$ cat config.mk
export PLATFORM = sky130hd
export DESIGN_NAME = id_serialize
export DESIGN_NICKNAME = d
export VERILOG_FILES = /design/src/logic/id_serialize_pkg.sv /design/src/logic/id_serialize.sv /design/src/logic/ar_arbiter.sv /design/src/logic/id_serializer.sv /design/src/logic/ar_demux.sv
export SDC_FILE = /design/constraint.sdc
export NUM_CORES = 1
export LEC_CHECK = 0
export BUFFER_PORTS_ARGS = -buffer_cell sky130_fd_sc_hd__buf_2
export CORE_MARGIN = 8
export CORE_UTILIZATION = 45
export CTS_CLUSTER_SIZE = 30
export DETAILED_ROUTE_END_ITERATION = 12
export HOLD_SLACK_MARGIN = 0.12
export PLACE_DENSITY = 0.64
export SLEW_MARGIN = 20
export SYNTH_ARGS = -nofsm -noshare
export SYNTH_HDL_FRONTEND = slang
export SYNTH_HIERARCHICAL = 1
export SYNTH_SLANG_ARGS = --single-unit
$ cat constraint.sdc
create_clock -name clk_i -period 6.7 [get_ports clk_i]
set_input_delay 1.005 -clock clk_i [delete_from_list [all_inputs] [get_ports clk_i]]
set_output_delay 1.005 -clock clk_i [all_outputs]
set_load 0.01 [all_outputs]
$ cat src/logic/id_serialize_pkg.sv
// Sizes, ID/address/data types and AR/R channel structs for the read ID serializer
// Round-robin pick function shared by the demux and the arbiter
package id_serialize_pkg;

  localparam int unsigned SlvIdWidth   = 4;
  localparam int unsigned MstIdWidth   = 2;
  localparam int unsigned NumSlots     = 2 ** MstIdWidth;
  localparam int unsigned MaxTxnsPerId = 4;
  localparam int unsigned AddrWidth    = 32;
  localparam int unsigned DataWidth    = 32;
  localparam int unsigned LenWidth     = 8;
  localparam int unsigned RespWidth    = 2;
  // Count must reach MaxTxnsPerId itself
  localparam int unsigned CntWidth     = $clog2(MaxTxnsPerId + 1);

  typedef logic [SlvIdWidth-1:0] slv_id_t;
  typedef logic [MstIdWidth-1:0] mst_id_t;
  typedef logic [AddrWidth-1:0]  addr_t;
  typedef logic [DataWidth-1:0]  data_t;
  typedef logic [LenWidth-1:0]   len_t;
  typedef logic [RespWidth-1:0]  resp_t;
  typedef logic [CntWidth-1:0]   cnt_t;

  typedef struct packed {
    slv_id_t id;
    addr_t   addr;
    len_t    len;
  } slv_ar_t;

  typedef struct packed {
    mst_id_t id;
    addr_t   addr;
    len_t    len;
  } mst_ar_t;

  typedef struct packed {
    data_t data;
    resp_t resp;
    logic  last;
  } r_beat_t;

  typedef struct packed {
    slv_id_t id;
    r_beat_t beat;
  } slv_r_t;

  typedef struct packed {
    mst_id_t id;
    r_beat_t beat;
  } mst_r_t;

  // First requesting slot after last, wrapping around; returns last if none requests
  function automatic mst_id_t rr_pick(input logic [NumSlots-1:0] req, input mst_id_t last);
    mst_id_t idx;
    mst_id_t pick;
    logic    found;
    pick  = last;
    found = 1'b0;
    for (int unsigned i = 1; i <= NumSlots; i++) begin
      idx = last + mst_id_t'(i);
      if (!found && req[idx]) begin
        pick  = idx;
        found = 1'b1;
      end
    end
    return pick;
  endfunction

endpackage
$ cat src/logic/id_serialize.sv
// Top level of the AXI read ID serializer: demux, one serializer per slot, arbiter
`timescale 1ns/1ps

module id_serialize import id_serialize_pkg::*; (
  input  logic    clk_i,
  input  logic    rst_n_i,
  // Slave port
  input  slv_ar_t slv_ar_i,
  input  logic    ar_valid_i,
  output logic    ar_ready_o,
  output slv_r_t  slv_r_o,
  output logic    r_valid_o,
  input  logic    r_ready_i,
  // Master port
  output mst_ar_t mst_ar_o,
  output logic    mst_ar_valid_o,
  input  logic    mst_ar_ready_i,
  input  mst_r_t  mst_r_i,
  input  logic    mst_r_valid_i,
  output logic    mst_r_ready_o
);

  slv_ar_t                dmx_ar;
  logic [NumSlots-1:0]    dmx_ar_valid;
  logic [NumSlots-1:0]    dmx_ar_ready;
  slv_r_t [NumSlots-1:0]  ser_r;
  logic [NumSlots-1:0]    ser_r_valid;
  logic [NumSlots-1:0]    ser_r_ready;
  slv_ar_t [NumSlots-1:0] ser_ar;
  logic [NumSlots-1:0]    ser_ar_valid;
  logic [NumSlots-1:0]    ser_ar_ready;
  r_beat_t                arb_beat;
  logic [NumSlots-1:0]    arb_beat_valid;
  logic [NumSlots-1:0]    arb_beat_ready;

  ar_demux ar_demux_inst (
    .clk_i           (clk_i),
    .rst_n_i         (rst_n_i),
    .slv_ar_i        (slv_ar_i),
    .ar_valid_i      (ar_valid_i),
    .ar_ready_o      (ar_ready_o),
    .slot_ar_o       (dmx_ar),
    .slot_ar_valid_o (dmx_ar_valid),
    .slot_ar_ready_i (dmx_ar_ready),
    .slot_r_i        (ser_r),
    .slot_r_valid_i  (ser_r_valid),
    .slot_r_ready_o  (ser_r_ready),
    .slv_r_o         (slv_r_o),
    .r_valid_o       (r_valid_o),
    .r_ready_i       (r_ready_i)
  );

  for (genvar i = 0; i < NumSlots; i++) begin : gen_slots
    id_serializer id_serializer_inst (
      .clk_i        (clk_i),
      .rst_n_i      (rst_n_i),
      .ar_i         (dmx_ar),
      .ar_valid_i   (dmx_ar_valid[i]),
      .ar_ready_o   (dmx_ar_ready[i]),
      .ar_o         (ser_ar[i]),
      .ar_valid_o   (ser_ar_valid[i]),
      .ar_ready_i   (ser_ar_ready[i]),
      .beat_i       (arb_beat),
      .beat_valid_i (arb_beat_valid[i]),
      .beat_ready_o (arb_beat_ready[i]),
      .r_o          (ser_r[i]),
      .r_valid_o    (ser_r_valid[i]),
      .r_ready_i    (ser_r_ready[i])
    );
  end

  ar_arbiter ar_arbiter_inst (
    .clk_i             (clk_i),
    .rst_n_i           (rst_n_i),
    .slot_ar_i         (ser_ar),
    .slot_ar_valid_i   (ser_ar_valid),
    .slot_ar_ready_o   (ser_ar_ready),
    .mst_ar_o          (mst_ar_o),
    .ar_valid_o        (mst_ar_valid_o),
    .ar_ready_i        (mst_ar_ready_i),
    .mst_r_i           (mst_r_i),
    .r_valid_i         (mst_r_valid_i),
    .r_ready_o         (mst_r_ready_o),
    .slot_beat_o       (arb_beat),
    .slot_beat_valid_o (arb_beat_valid),
    .slot_beat_ready_i (arb_beat_ready)
  );

endmodule

$ cat src/logic/ar_arbiter.sv
// Round-robin AR arbiter over the slots with a one-entry output register
// R beats are routed back to the slot named by the master ID
`timescale 1ns/1ps

module ar_arbiter import id_serialize_pkg::*; (
  input  logic                   clk_i,
  input  logic                   rst_n_i,
  // AR from the slots
  input  slv_ar_t [NumSlots-1:0] slot_ar_i,
  input  logic [NumSlots-1:0]    slot_ar_valid_i,
  output logic [NumSlots-1:0]    slot_ar_ready_o,
  // Master AR
  output mst_ar_t                mst_ar_o,
  output logic                   ar_valid_o,
  input  logic                   ar_ready_i,
  // Master R
  input  mst_r_t                 mst_r_i,
  input  logic                   r_valid_i,
  output logic                   r_ready_o,
  // R beats to the slots
  output r_beat_t                slot_beat_o,
  output logic [NumSlots-1:0]    slot_beat_valid_o,
  input  logic [NumSlots-1:0]    slot_beat_ready_i
);

  mst_id_t ar_gnt;
  mst_id_t last_q;
  mst_ar_t ar_q;
  logic    full_q;
  logic    load;
  logic    take;

  // Register can take a new AR when empty or emptied in this cycle
  assign load   = !full_q || ar_ready_i;
  assign ar_gnt = rr_pick(slot_ar_valid_i, last_q);
  assign take   = load && (|slot_ar_valid_i);

  assign slot_ar_ready_o = {{(NumSlots-1){1'b0}}, take} << ar_gnt;

  assign mst_ar_o   = ar_q;
  assign ar_valid_o = full_q;

  always_ff @(posedge clk_i or negedge rst_n_i) begin
    if (!rst_n_i) begin
      full_q <= 1'b0;
      last_q <= '0;
    end else if (take) begin
      full_q <= 1'b1;
      last_q <= ar_gnt;
    end else if (ar_ready_i) begin
      full_q <= 1'b0;
    end
  end

  // Slot index becomes the master ID
  always_ff @(posedge clk_i) begin
    if (take) begin
      ar_q.id   <= ar_gnt;
      ar_q.addr <= slot_ar_i[ar_gnt].addr;
      ar_q.len  <= slot_ar_i[ar_gnt].len;
    end
  end

  // R decode by master ID
  assign slot_beat_o       = mst_r_i.beat;
  assign slot_beat_valid_o = {{(NumSlots-1){1'b0}}, r_valid_i} << mst_r_i.id;
  assign r_ready_o         = slot_beat_ready_i[mst_r_i.id];

endmodule

$ cat src/logic/id_serializer.sv
// One serializer slot: holds back requests with a differing ID while bursts are in flight,
// counts outstanding bursts and restores the slave ID on returning R beats
`timescale 1ns/1ps

module id_serializer import id_serialize_pkg::*; (
  input  logic    clk_i,
  input  logic    rst_n_i,
  // AR from the demux
  input  slv_ar_t ar_i,
  input  logic    ar_valid_i,
  output logic    ar_ready_o,
  // AR towards the arbiter
  output slv_ar_t ar_o,
  output logic    ar_valid_o,
  input  logic    ar_ready_i,
  // R beats from the arbiter
  input  r_beat_t beat_i,
  input  logic    beat_valid_i,
  output logic    beat_ready_o,
  // R with restored ID towards the demux
  output slv_r_t  r_o,
  output logic    r_valid_o,
  input  logic    r_ready_i
);

  slv_id_t id_q;
  cnt_t    cnt_q;
  logic    not_full;
  logic    same_id;
  logic    accept;
  logic    ar_fire;
  logic    r_done;

  // Accept rule
  assign not_full = cnt_q < cnt_t'(MaxTxnsPerId);
  assign same_id  = (cnt_q == '0) || (ar_i.id == id_q);
  assign accept   = not_full && same_id;

  // Request passes only while the rule holds; both valid and ready drop otherwise
  assign ar_o       = ar_i;
  assign ar_valid_o = ar_valid_i && accept;
  assign ar_ready_o = ar_ready_i && accept;
  assign ar_fire    = ar_valid_o && ar_ready_i;

  // All bursts in flight share id_q, so every beat gets it back
  assign r_o.id       = id_q;
  assign r_o.beat     = beat_i;
  assign r_valid_o    = beat_valid_i;
  assign beat_ready_o = r_ready_i;
  assign r_done       = beat_valid_i && r_ready_i && beat_i.last;

  // Outstanding bursts, one per AR sent and one less per last beat
  always_ff @(posedge clk_i or negedge rst_n_i) begin
    if (!rst_n_i) begin
      cnt_q <= '0;
    end else begin
      case ({ar_fire, r_done})
        2'b10:   cnt_q <= cnt_q + cnt_t'(1);
        2'b01:   cnt_q <= cnt_q - cnt_t'(1);
        default: cnt_q <= cnt_q;
      endcase
    end
  end

  // ID in flight, only meaningful while the count is nonzero
  always_ff @(posedge clk_i) begin
    if (ar_fire) begin
      id_q <= ar_i.id;
    end
  end

endmodule

$ cat src/logic/ar_demux.sv
// AR steering from the slave port to the serializer slots by ID
// Burst-locked round-robin merge of slot R beats back to the slave port
`timescale 1ns/1ps

module ar_demux import id_serialize_pkg::*; (
  input  logic                   clk_i,
  input  logic                   rst_n_i,
  input  slv_ar_t                slv_ar_i,
  input  logic                   ar_valid_i,
  output logic                   ar_ready_o,
  output slv_ar_t                slot_ar_o,
  output logic [NumSlots-1:0]    slot_ar_valid_o,
  input  logic [NumSlots-1:0]    slot_ar_ready_i,
  input  slv_r_t [NumSlots-1:0]  slot_r_i,
  input  logic [NumSlots-1:0]    slot_r_valid_i,
  output logic [NumSlots-1:0]    slot_r_ready_o,
  output slv_r_t                 slv_r_o,
  output logic                   r_valid_o,
  input  logic                   r_ready_i
);

  mst_id_t ar_sel;
  mst_id_t r_gnt;
  mst_id_t gnt_q;
  mst_id_t last_q;
  logic    lock_q;

  // Slot index is the slave ID modulo the number of slots
  assign ar_sel          = slv_ar_i.id[MstIdWidth-1:0];
  assign slot_ar_o       = slv_ar_i;
  assign slot_ar_valid_o = {{(NumSlots-1){1'b0}}, ar_valid_i} << ar_sel;
  assign ar_ready_o      = slot_ar_ready_i[ar_sel];

  // While locked the grant stays on the slot whose burst is under way
  assign r_gnt = lock_q ? gnt_q : rr_pick(slot_r_valid_i, last_q);

  assign slv_r_o        = slot_r_i[r_gnt];
  assign r_valid_o      = slot_r_valid_i[r_gnt];
  assign slot_r_ready_o = {{(NumSlots-1){1'b0}}, r_ready_i} << r_gnt;

  always_ff @(posedge clk_i or negedge rst_n_i) begin
    if (!rst_n_i) begin
      lock_q <= 1'b0;
      gnt_q  <= '0;
      last_q <= '0;
    end else if (r_valid_o) begin
      if (r_ready_i && slv_r_o.beat.last) begin
        // Burst done, priority moves past this slot
        lock_q <= 1'b0;
        last_q <= r_gnt;
      end else begin
        // Beat pending or burst continues
        lock_q <= 1'b1;
        gnt_q  <= r_gnt;
      end
    end
  end

endmodule

==> results of run 1 <==
cell type report:
type | count | share of cell area
Inverter | 22 | 0.0114
Timing Repair Buffer | 177 | 0.125
Sequential cell | 78 | 0.311
Clock buffer | 9 | 0.0312
Tap cell | 265 | 0.0459
Clock inverter | 7 | 0.0132
Multi-Input combinational cell | 495 | 0.463
critical path, stage by stage:
cell     delay (ns)
buf_2          0.13
nand2_1        0.06
nor2_1         0.07
nor2b_1        0.14
or4_1          0.55
nand3_4        0.43
buf_4          0.60
mux2_2         0.40
nor2_1         0.09
a21oi_1        0.06
buf_2          0.18
state kept, by name (all words and copies together) (netlist names):
name                                flops
gen_slots.id_serializer_inst/cnt_q     12
ar_arbiter_inst/ar_valid_o              1
ar_demux_inst/last_q                    2
ar_demux_inst/gnt_q                     2
gen_slots.id_serializer_inst/id_q      16
ar_arbiter_inst/mst_ar_o               42
ar_arbiter_inst/last_q                  2
ar_demux_inst/lock_q                    1
power by group:
group | internal [mW] | leakage (nW) | switching [mW]
logic | 0.618 | 2.05 | 0.894
clock network | 0.328 | 0.158 | 0.207
registers | 0.648 | 0.759 | 0.0471
through the flow:
stage / area [um2] / setup slack [ns] / util / hold slack (ns) / std cells
6_report: 7220 / 1.95 / 0.373 / 0.495 / 1053
2_1_floorplan: 8800 / 0.567 / - / 0.468 / 1025
4_1_cts: 7220 / 1.94 / 0.373 / 0.505 / 1053
5_1_grt: 7220 / 1.68 / 0.373 / 0.520 / 1053
3_3_place_gp: 6900 / 1.99 / 0.357 / 0.488 / 1037
3_5_place_dp: 6900 / 1.95 / 0.357 / 0.497 / 1037
how the worst max path moves through the flow:
stage | from | to | slack [ns] | cells past startpoint
global route | mst_r_i[35] | slv_r_o[2] | 1.68 | 10
global placement | slv_ar_i[40] | ar_ready_o | 1.99 | 11
floorplan | slv_ar_i[42] | ar_ready_o | 0.57 | 10
finish | mst_r_i[35] | slv_r_o[37] | 1.95 | 11
detailed placement | mst_r_i[35] | slv_r_o[37] | 1.95 | 11
CTS | mst_r_i[35] | slv_r_o[37] | 1.94 | 11
layer usage:
layer / track usage / up-vias / routed length (um)
li1: - / 2616 / -
met2: 0.198 / 131 / 7050
met3: 0.0479 / 19 / 1140
met4: 0.0370 / 8 / 240
met5: 0 / - / 42
met1: 0.147 / 2338 / 6570
cell usage in the layout (no fill, tap or decap), drive strengths merged, types with 5 or more instances in the layout:
cell type / instances
a21oi: 82
a32oi: 40
and3: 7
buf: 177
clkbuf: 9
dfrtp: 20
edfxtp: 58
inv: 24
mux2: 42
mux2i: 44
nand2: 128
nor2: 59
nor3b: 10
o21ai: 5
xnor2: 20
xor2: 8
==> metrics.md, run 1 <==
| Metric | Value |
|---|---|
| Initial antenna violation count | 4 |
| Clock latency on the worst-skew pair | 0.34 ns |
| RSZ-0062 raised after global routing | no |
| Worst-path clk slew | 0.06 ns |
| Min-delay worst type | reg -> reg |
| Vias per cell | 4.85 |
| Largest net degree at the start of global routing | 82 |
| Worst Path Class, Setup | in -> out |
| R2r setup slk | 3.38 ns |
| Final Cycle Share | 0.709 |
| Power Density | 380 nW/um2 |
| Final Max Slew Viols | 0 |
| 1st-iter DRT viols | 299 |
| Drt drc | 0 |
| RR Endpoint | gen_slots[0].id_serializer_inst/cnt_q[2]$_DFFE_PN0P_ |
| Gpl congestion | 0.792 |
| CTS H-tree lvls | 3 |
| Clk buf depth | 2 |
| Wirelength, routed | 15.0 mm |
| Worst r2r src | gen_slots[3].id_serializer_inst/id_q[2]$_DFFE_PP_ |
| Crit path launch type | input pin |
| Area Growth Syn to Fin | -18.0% |
| First-pass GRT wire length | 24.1 mm |
| Area of the multi-input gates | 3340 um2 |
| Port buffer count | 171 |
| I/O pin cnt | 172 |
| Max_cap viols | 0 |
| Vias post-DR | 5112 |
| DIE WIDTH | 156 um |
| Starting Density | 0.455 |
| Worst Min Path Start | gen_slots[0].id_serializer_inst/cnt_q[0]$_DFFE_PN0P_ |
| Relative slew slack | 0.389 |
| FF-to-FF path depth | 14 |
| Leakage | 2.97 nW |
| Drt first pass iters | 4 |
| Core area | 19300 um2 |
| Via count of the first global-routing pass | 4686 |
| Final HPWL DP | 10.9 mm |
| ANT cells | 0 |
| Maximum vdd ir drop | 0.164 mV |
| Worst path arrival time | 3.74 ns |
| Worst-path fanout max | 44 |
| # nets final | 878 |
| Post-cts resize count | 0 |
| F_max | 211 MHz |
| Gr usage total | 0.123 |
| Setup bufs post-CTS | 0 |
| CTS tree | yes |
| Layout Skew | 0.00737 ns |
| Overall Power | 2.74 mW |
| CTS sink cnt | 78 |
| CP endpoint kind | output port |
| Worst-Margin Slew | 0.905 ns |
| Hold Violations, Final | 0 |
| Status | complete, no violations |
| Post-route ant nets | 0 |
| Synthesized area | 8800 um2 |
| Mapped Nets | 1120 |
| Final min period | 4.75 ns |
| WL per Instance | 14.3 um |
| Clock root buffer | clkbuf_16 |
| Cells after Synth | 1025 |
| Post-route setup TNS | 0 ns |
| Number of synthesis warnings | 6 |
| Hold path endpoint | gen_slots[0].id_serializer_inst/cnt_q[0]$_DFFE_PN0P_ |
| Clock buffer count from CTS | 9 |
| Hold path depth | 1 |
| Share of cells above drive strength 1 | 0.312 |
| Worst endpoint required time | 5.69 ns |
| Hold Buf Count CTS | 0 |
| Setup violators final | 0 |
| Post-Syn Area per Cell | 8.59 um2 |
| DIE AREA | 24300 um2 |
| Storage cell area | 2240 um2 |
| Fillers | 1964 |
| Die height | 156 um |
| Total grt overflow | 0 |
| Cell row count | 51 |
Note: power is estimated with default switching activity, not from simulation.
==> run 2: changes to the inputs <==
==> constraint.sdc (replaced) <==
create_clock -name clk_i -period 4.6 [get_ports clk_i]
set_input_delay 0.69 -clock clk_i [delete_from_list [all_inputs] [get_ports clk_i]]
set_output_delay 0.69 -clock clk_i [all_outputs]
set_load 0.01 [all_outputs]
==> run 2 against run 1 <==
First-iteration DRC count grew 7.4%. Largest cell class unchanged. Clock power increased by 18%. Sequential cell count unchanged. Cell area is essentially flat. Routed wire length up 0.62%. Count of clock-buffer cells in the layout unchanged. Total power increased by 42%.
==> metrics.md, run 2 (synthesis results as in run 1) <==
| Metric | Value |
|---|---|
| Status | complete, no violations |
| Largest register FFs | 42 (unchanged) |
| First-pass GRT wire length | 23.7 mm (-1.6%) |
| ANT cells | 0 (unchanged) |
| Setup bufs post-CTS | 0 (unchanged) |
| Crit path launch type | input pin |
| # nets final | 884 (+0.68%) |
| Area Growth Syn to Fin | -18.1% (about the same) |
| Worst endpoint required time | 3.91 ns (-1.78 ns) |
| Worst-path clk slew | 0.06 ns (about the same) |
| Relative slew slack | 0.436 (+0.0473) |
| Final Cycle Share | 0.848 |
| Layout Skew | 0.00990 ns (+0.00252 ns) |
| Clk buf depth | 2 (unchanged) |
| Worst r2r src | gen_slots[1].id_serializer_inst/id_q[2]$_DFFE_PP_ |
| Most common cell after layout, fill and taps aside | buf_2 |
| Initial antenna violation count | 2 (-2) |
| F_max | 256 MHz |
| Worst-path fanout max | 13 (-70%) |
| DP Area | 6960 um2 (+0.83%) |
| FF-to-FF path depth | 14 (unchanged) |
| Most frequent cells in the layout | 171 x buf_2, 127 x nand2_1, 81 x a21oi_1, 59 x nor2_1, 58 x edfxtp_1 |
| Gr usage total | 0.121 (-0.00116) |
| CTS sink cnt | 78 (unchanged) |
| Final min period | 3.90 ns |
| RR Endpoint | gen_slots[0].id_serializer_inst/cnt_q[2]$_DFFE_PN0P_ |
| Post-route ant nets | 0 (unchanged) |
| Gpl congestion | 0.835 (+5.5%) |
| Drt drc | 0 (unchanged) |
| Worst Path Class, Setup | in -> out |
| CTS tree | yes |
| DIE WIDTH | 156 um (unchanged) |
| Largest net degree at the start of global routing | 82 (unchanged) |
| CP endpoint kind | output port |
| Min-delay worst type | in -> async |
| Clock root buffer | clkbuf_16 |
| Wirelength, routed | 15.1 mm (+0.62%) |
| Post-route setup TNS | 0 ns (unchanged) |
| CTS H-tree lvls | 3 (unchanged) |
| Hold Violations, Final | 0 (unchanged) |
| R2r setup slk | 1.38 ns (-2.00 ns) |
| Vias per cell | 4.85 (-0.12%) |
| Starting Density | 0.455 (unchanged) |
| Critical path origin | slv_ar_i[40] |
| Leakage | 2.97 nW (about the same) |
| RSZ-0062 raised after global routing | no |
| WL per Instance | 14.3 um (about the same) |
| 1st-iter DRT viols | 321 (+7.4%) |
| Max_cap viols | 0 (unchanged) |
| Power Density | 538 nW/um2 (+42%) |
| Port buffer count | 171 (unchanged) |
| Clock latency on the worst-skew pair | 0.34 ns (about the same) |
| Die height | 156 um (unchanged) |
| I/O pin cnt | 172 (unchanged) |
| Total grt overflow | 0 (unchanged) |
| Core area | 19300 um2 (unchanged) |
| Cell row count | 51 (unchanged) |
| Maximum vdd ir drop | 0.335 mV (+100%) |
| Vias post-DR | 5135 (+0.45%) |
| Crit path to | ar_ready_o |
| Clock buffer count from CTS | 9 (unchanged) |
| Final Max Slew Viols | 0 (unchanged) |
| Worst-Margin Slew | 0.835 ns (-0.0700 ns) |
| Via count of the first global-routing pass | 4639 (-1.0%) |
| Hold Buf Count CTS | 0 (unchanged) |
| DIE AREA | 24300 um2 (unchanged) |
| Setup violators final | 0 (unchanged) |
| Worst path arrival time | 3.21 ns (-0.53 ns) |
| Share of cells above drive strength 1 | 0.312 (about the same) |
| Drt first pass iters | 5 (+1) |
| Post-cts resize count | 0 (unchanged) |
| Final HPWL DP | 10.8 mm (-0.32%) |
| Final design area excluding fillers | 7210 um2 (about the same) |
run 2: changes by cell type in the layout (fill, tap and decap cells not counted), sizes merged:
cell      change
buf           +6
clkinv        +3
bufinv        -2
inv           -2
clkinvlp      +1
run 2: worst min-delay path by stage:
stage                                             from                                              endpoint
floorplan                                      rst_n_i                ar_arbiter_inst/ar_valid_o$_DFFE_PN0P_
global placement    ar_demux_inst/gnt_q[1]$_DFFE_PN0P_                    ar_demux_inst/gnt_q[1]$_DFFE_PN0P_
detailed placement  ar_demux_inst/gnt_q[1]$_DFFE_PN0P_                    ar_demux_inst/gnt_q[1]$_DFFE_PN0P_
CTS                                            rst_n_i                 ar_arbiter_inst/last_q[1]$_DFFE_PN0P_
global route                                   rst_n_i  gen_slots[2].id_serializer_inst/cnt_q[2]$_DFFE_PN0P_
finish                                         rst_n_i                 ar_arbiter_inst/last_q[1]$_DFFE_PN0P_
run 2: area by class of cell:
class,instances,area [um2]
Multi-Input combinational cell,495,3340
Inverter,22,82.6
Tap cell,265,332
Sequential cell,78,2240
Fill cell,1963,12100
Clock buffer,9,225
Clock inverter,7,31.3
Timing Repair Buffer,183,958
run 2: where the power goes:
part           switching (mW)  internal (mW)  total (mW)
logic                    1.31          0.925        2.23
clock network           0.278          0.355       0.633
registers              0.0722          0.944        1.02
run 2: per-stage QoR:
step	instances	power [mW]	setup slack [ns]	util	hold slack, ns
after floorplan	1025	3.04	0.161	-	0.394
after global placement	1043	3.23	0.781	0.360	0.494
after detailed placement	1043	3.30	0.724	0.360	0.499
after CTS	1059	3.94	0.696	0.373	0.308
after global routing	1059	4.20	0.492	0.373	0.340
final	1059	3.88	0.700	0.373	0.308
run 2: worst max-delay path, stage by stage:
cell,delay (ns)
buf_2,0.25
xnor2_1,0.11
a41oi_1,0.37
nor3b_1,0.14
nor4_1,0.56
a21oi_4,0.06
nand2b_1,0.15
nor2_1,0.08
nor3b_1,0.14
mux4_2,0.49
buf_2,0.16
run 2: routing by layer:
layer  vias to the layer above  part of all wire  GRT usage
met5                         -            0.0013          0
met4                         4             0.011     0.0360
met3                        15             0.075     0.0413
met2                       145              0.49      0.206
met1                      2340              0.43      0.142
li1                       2631                 -          -
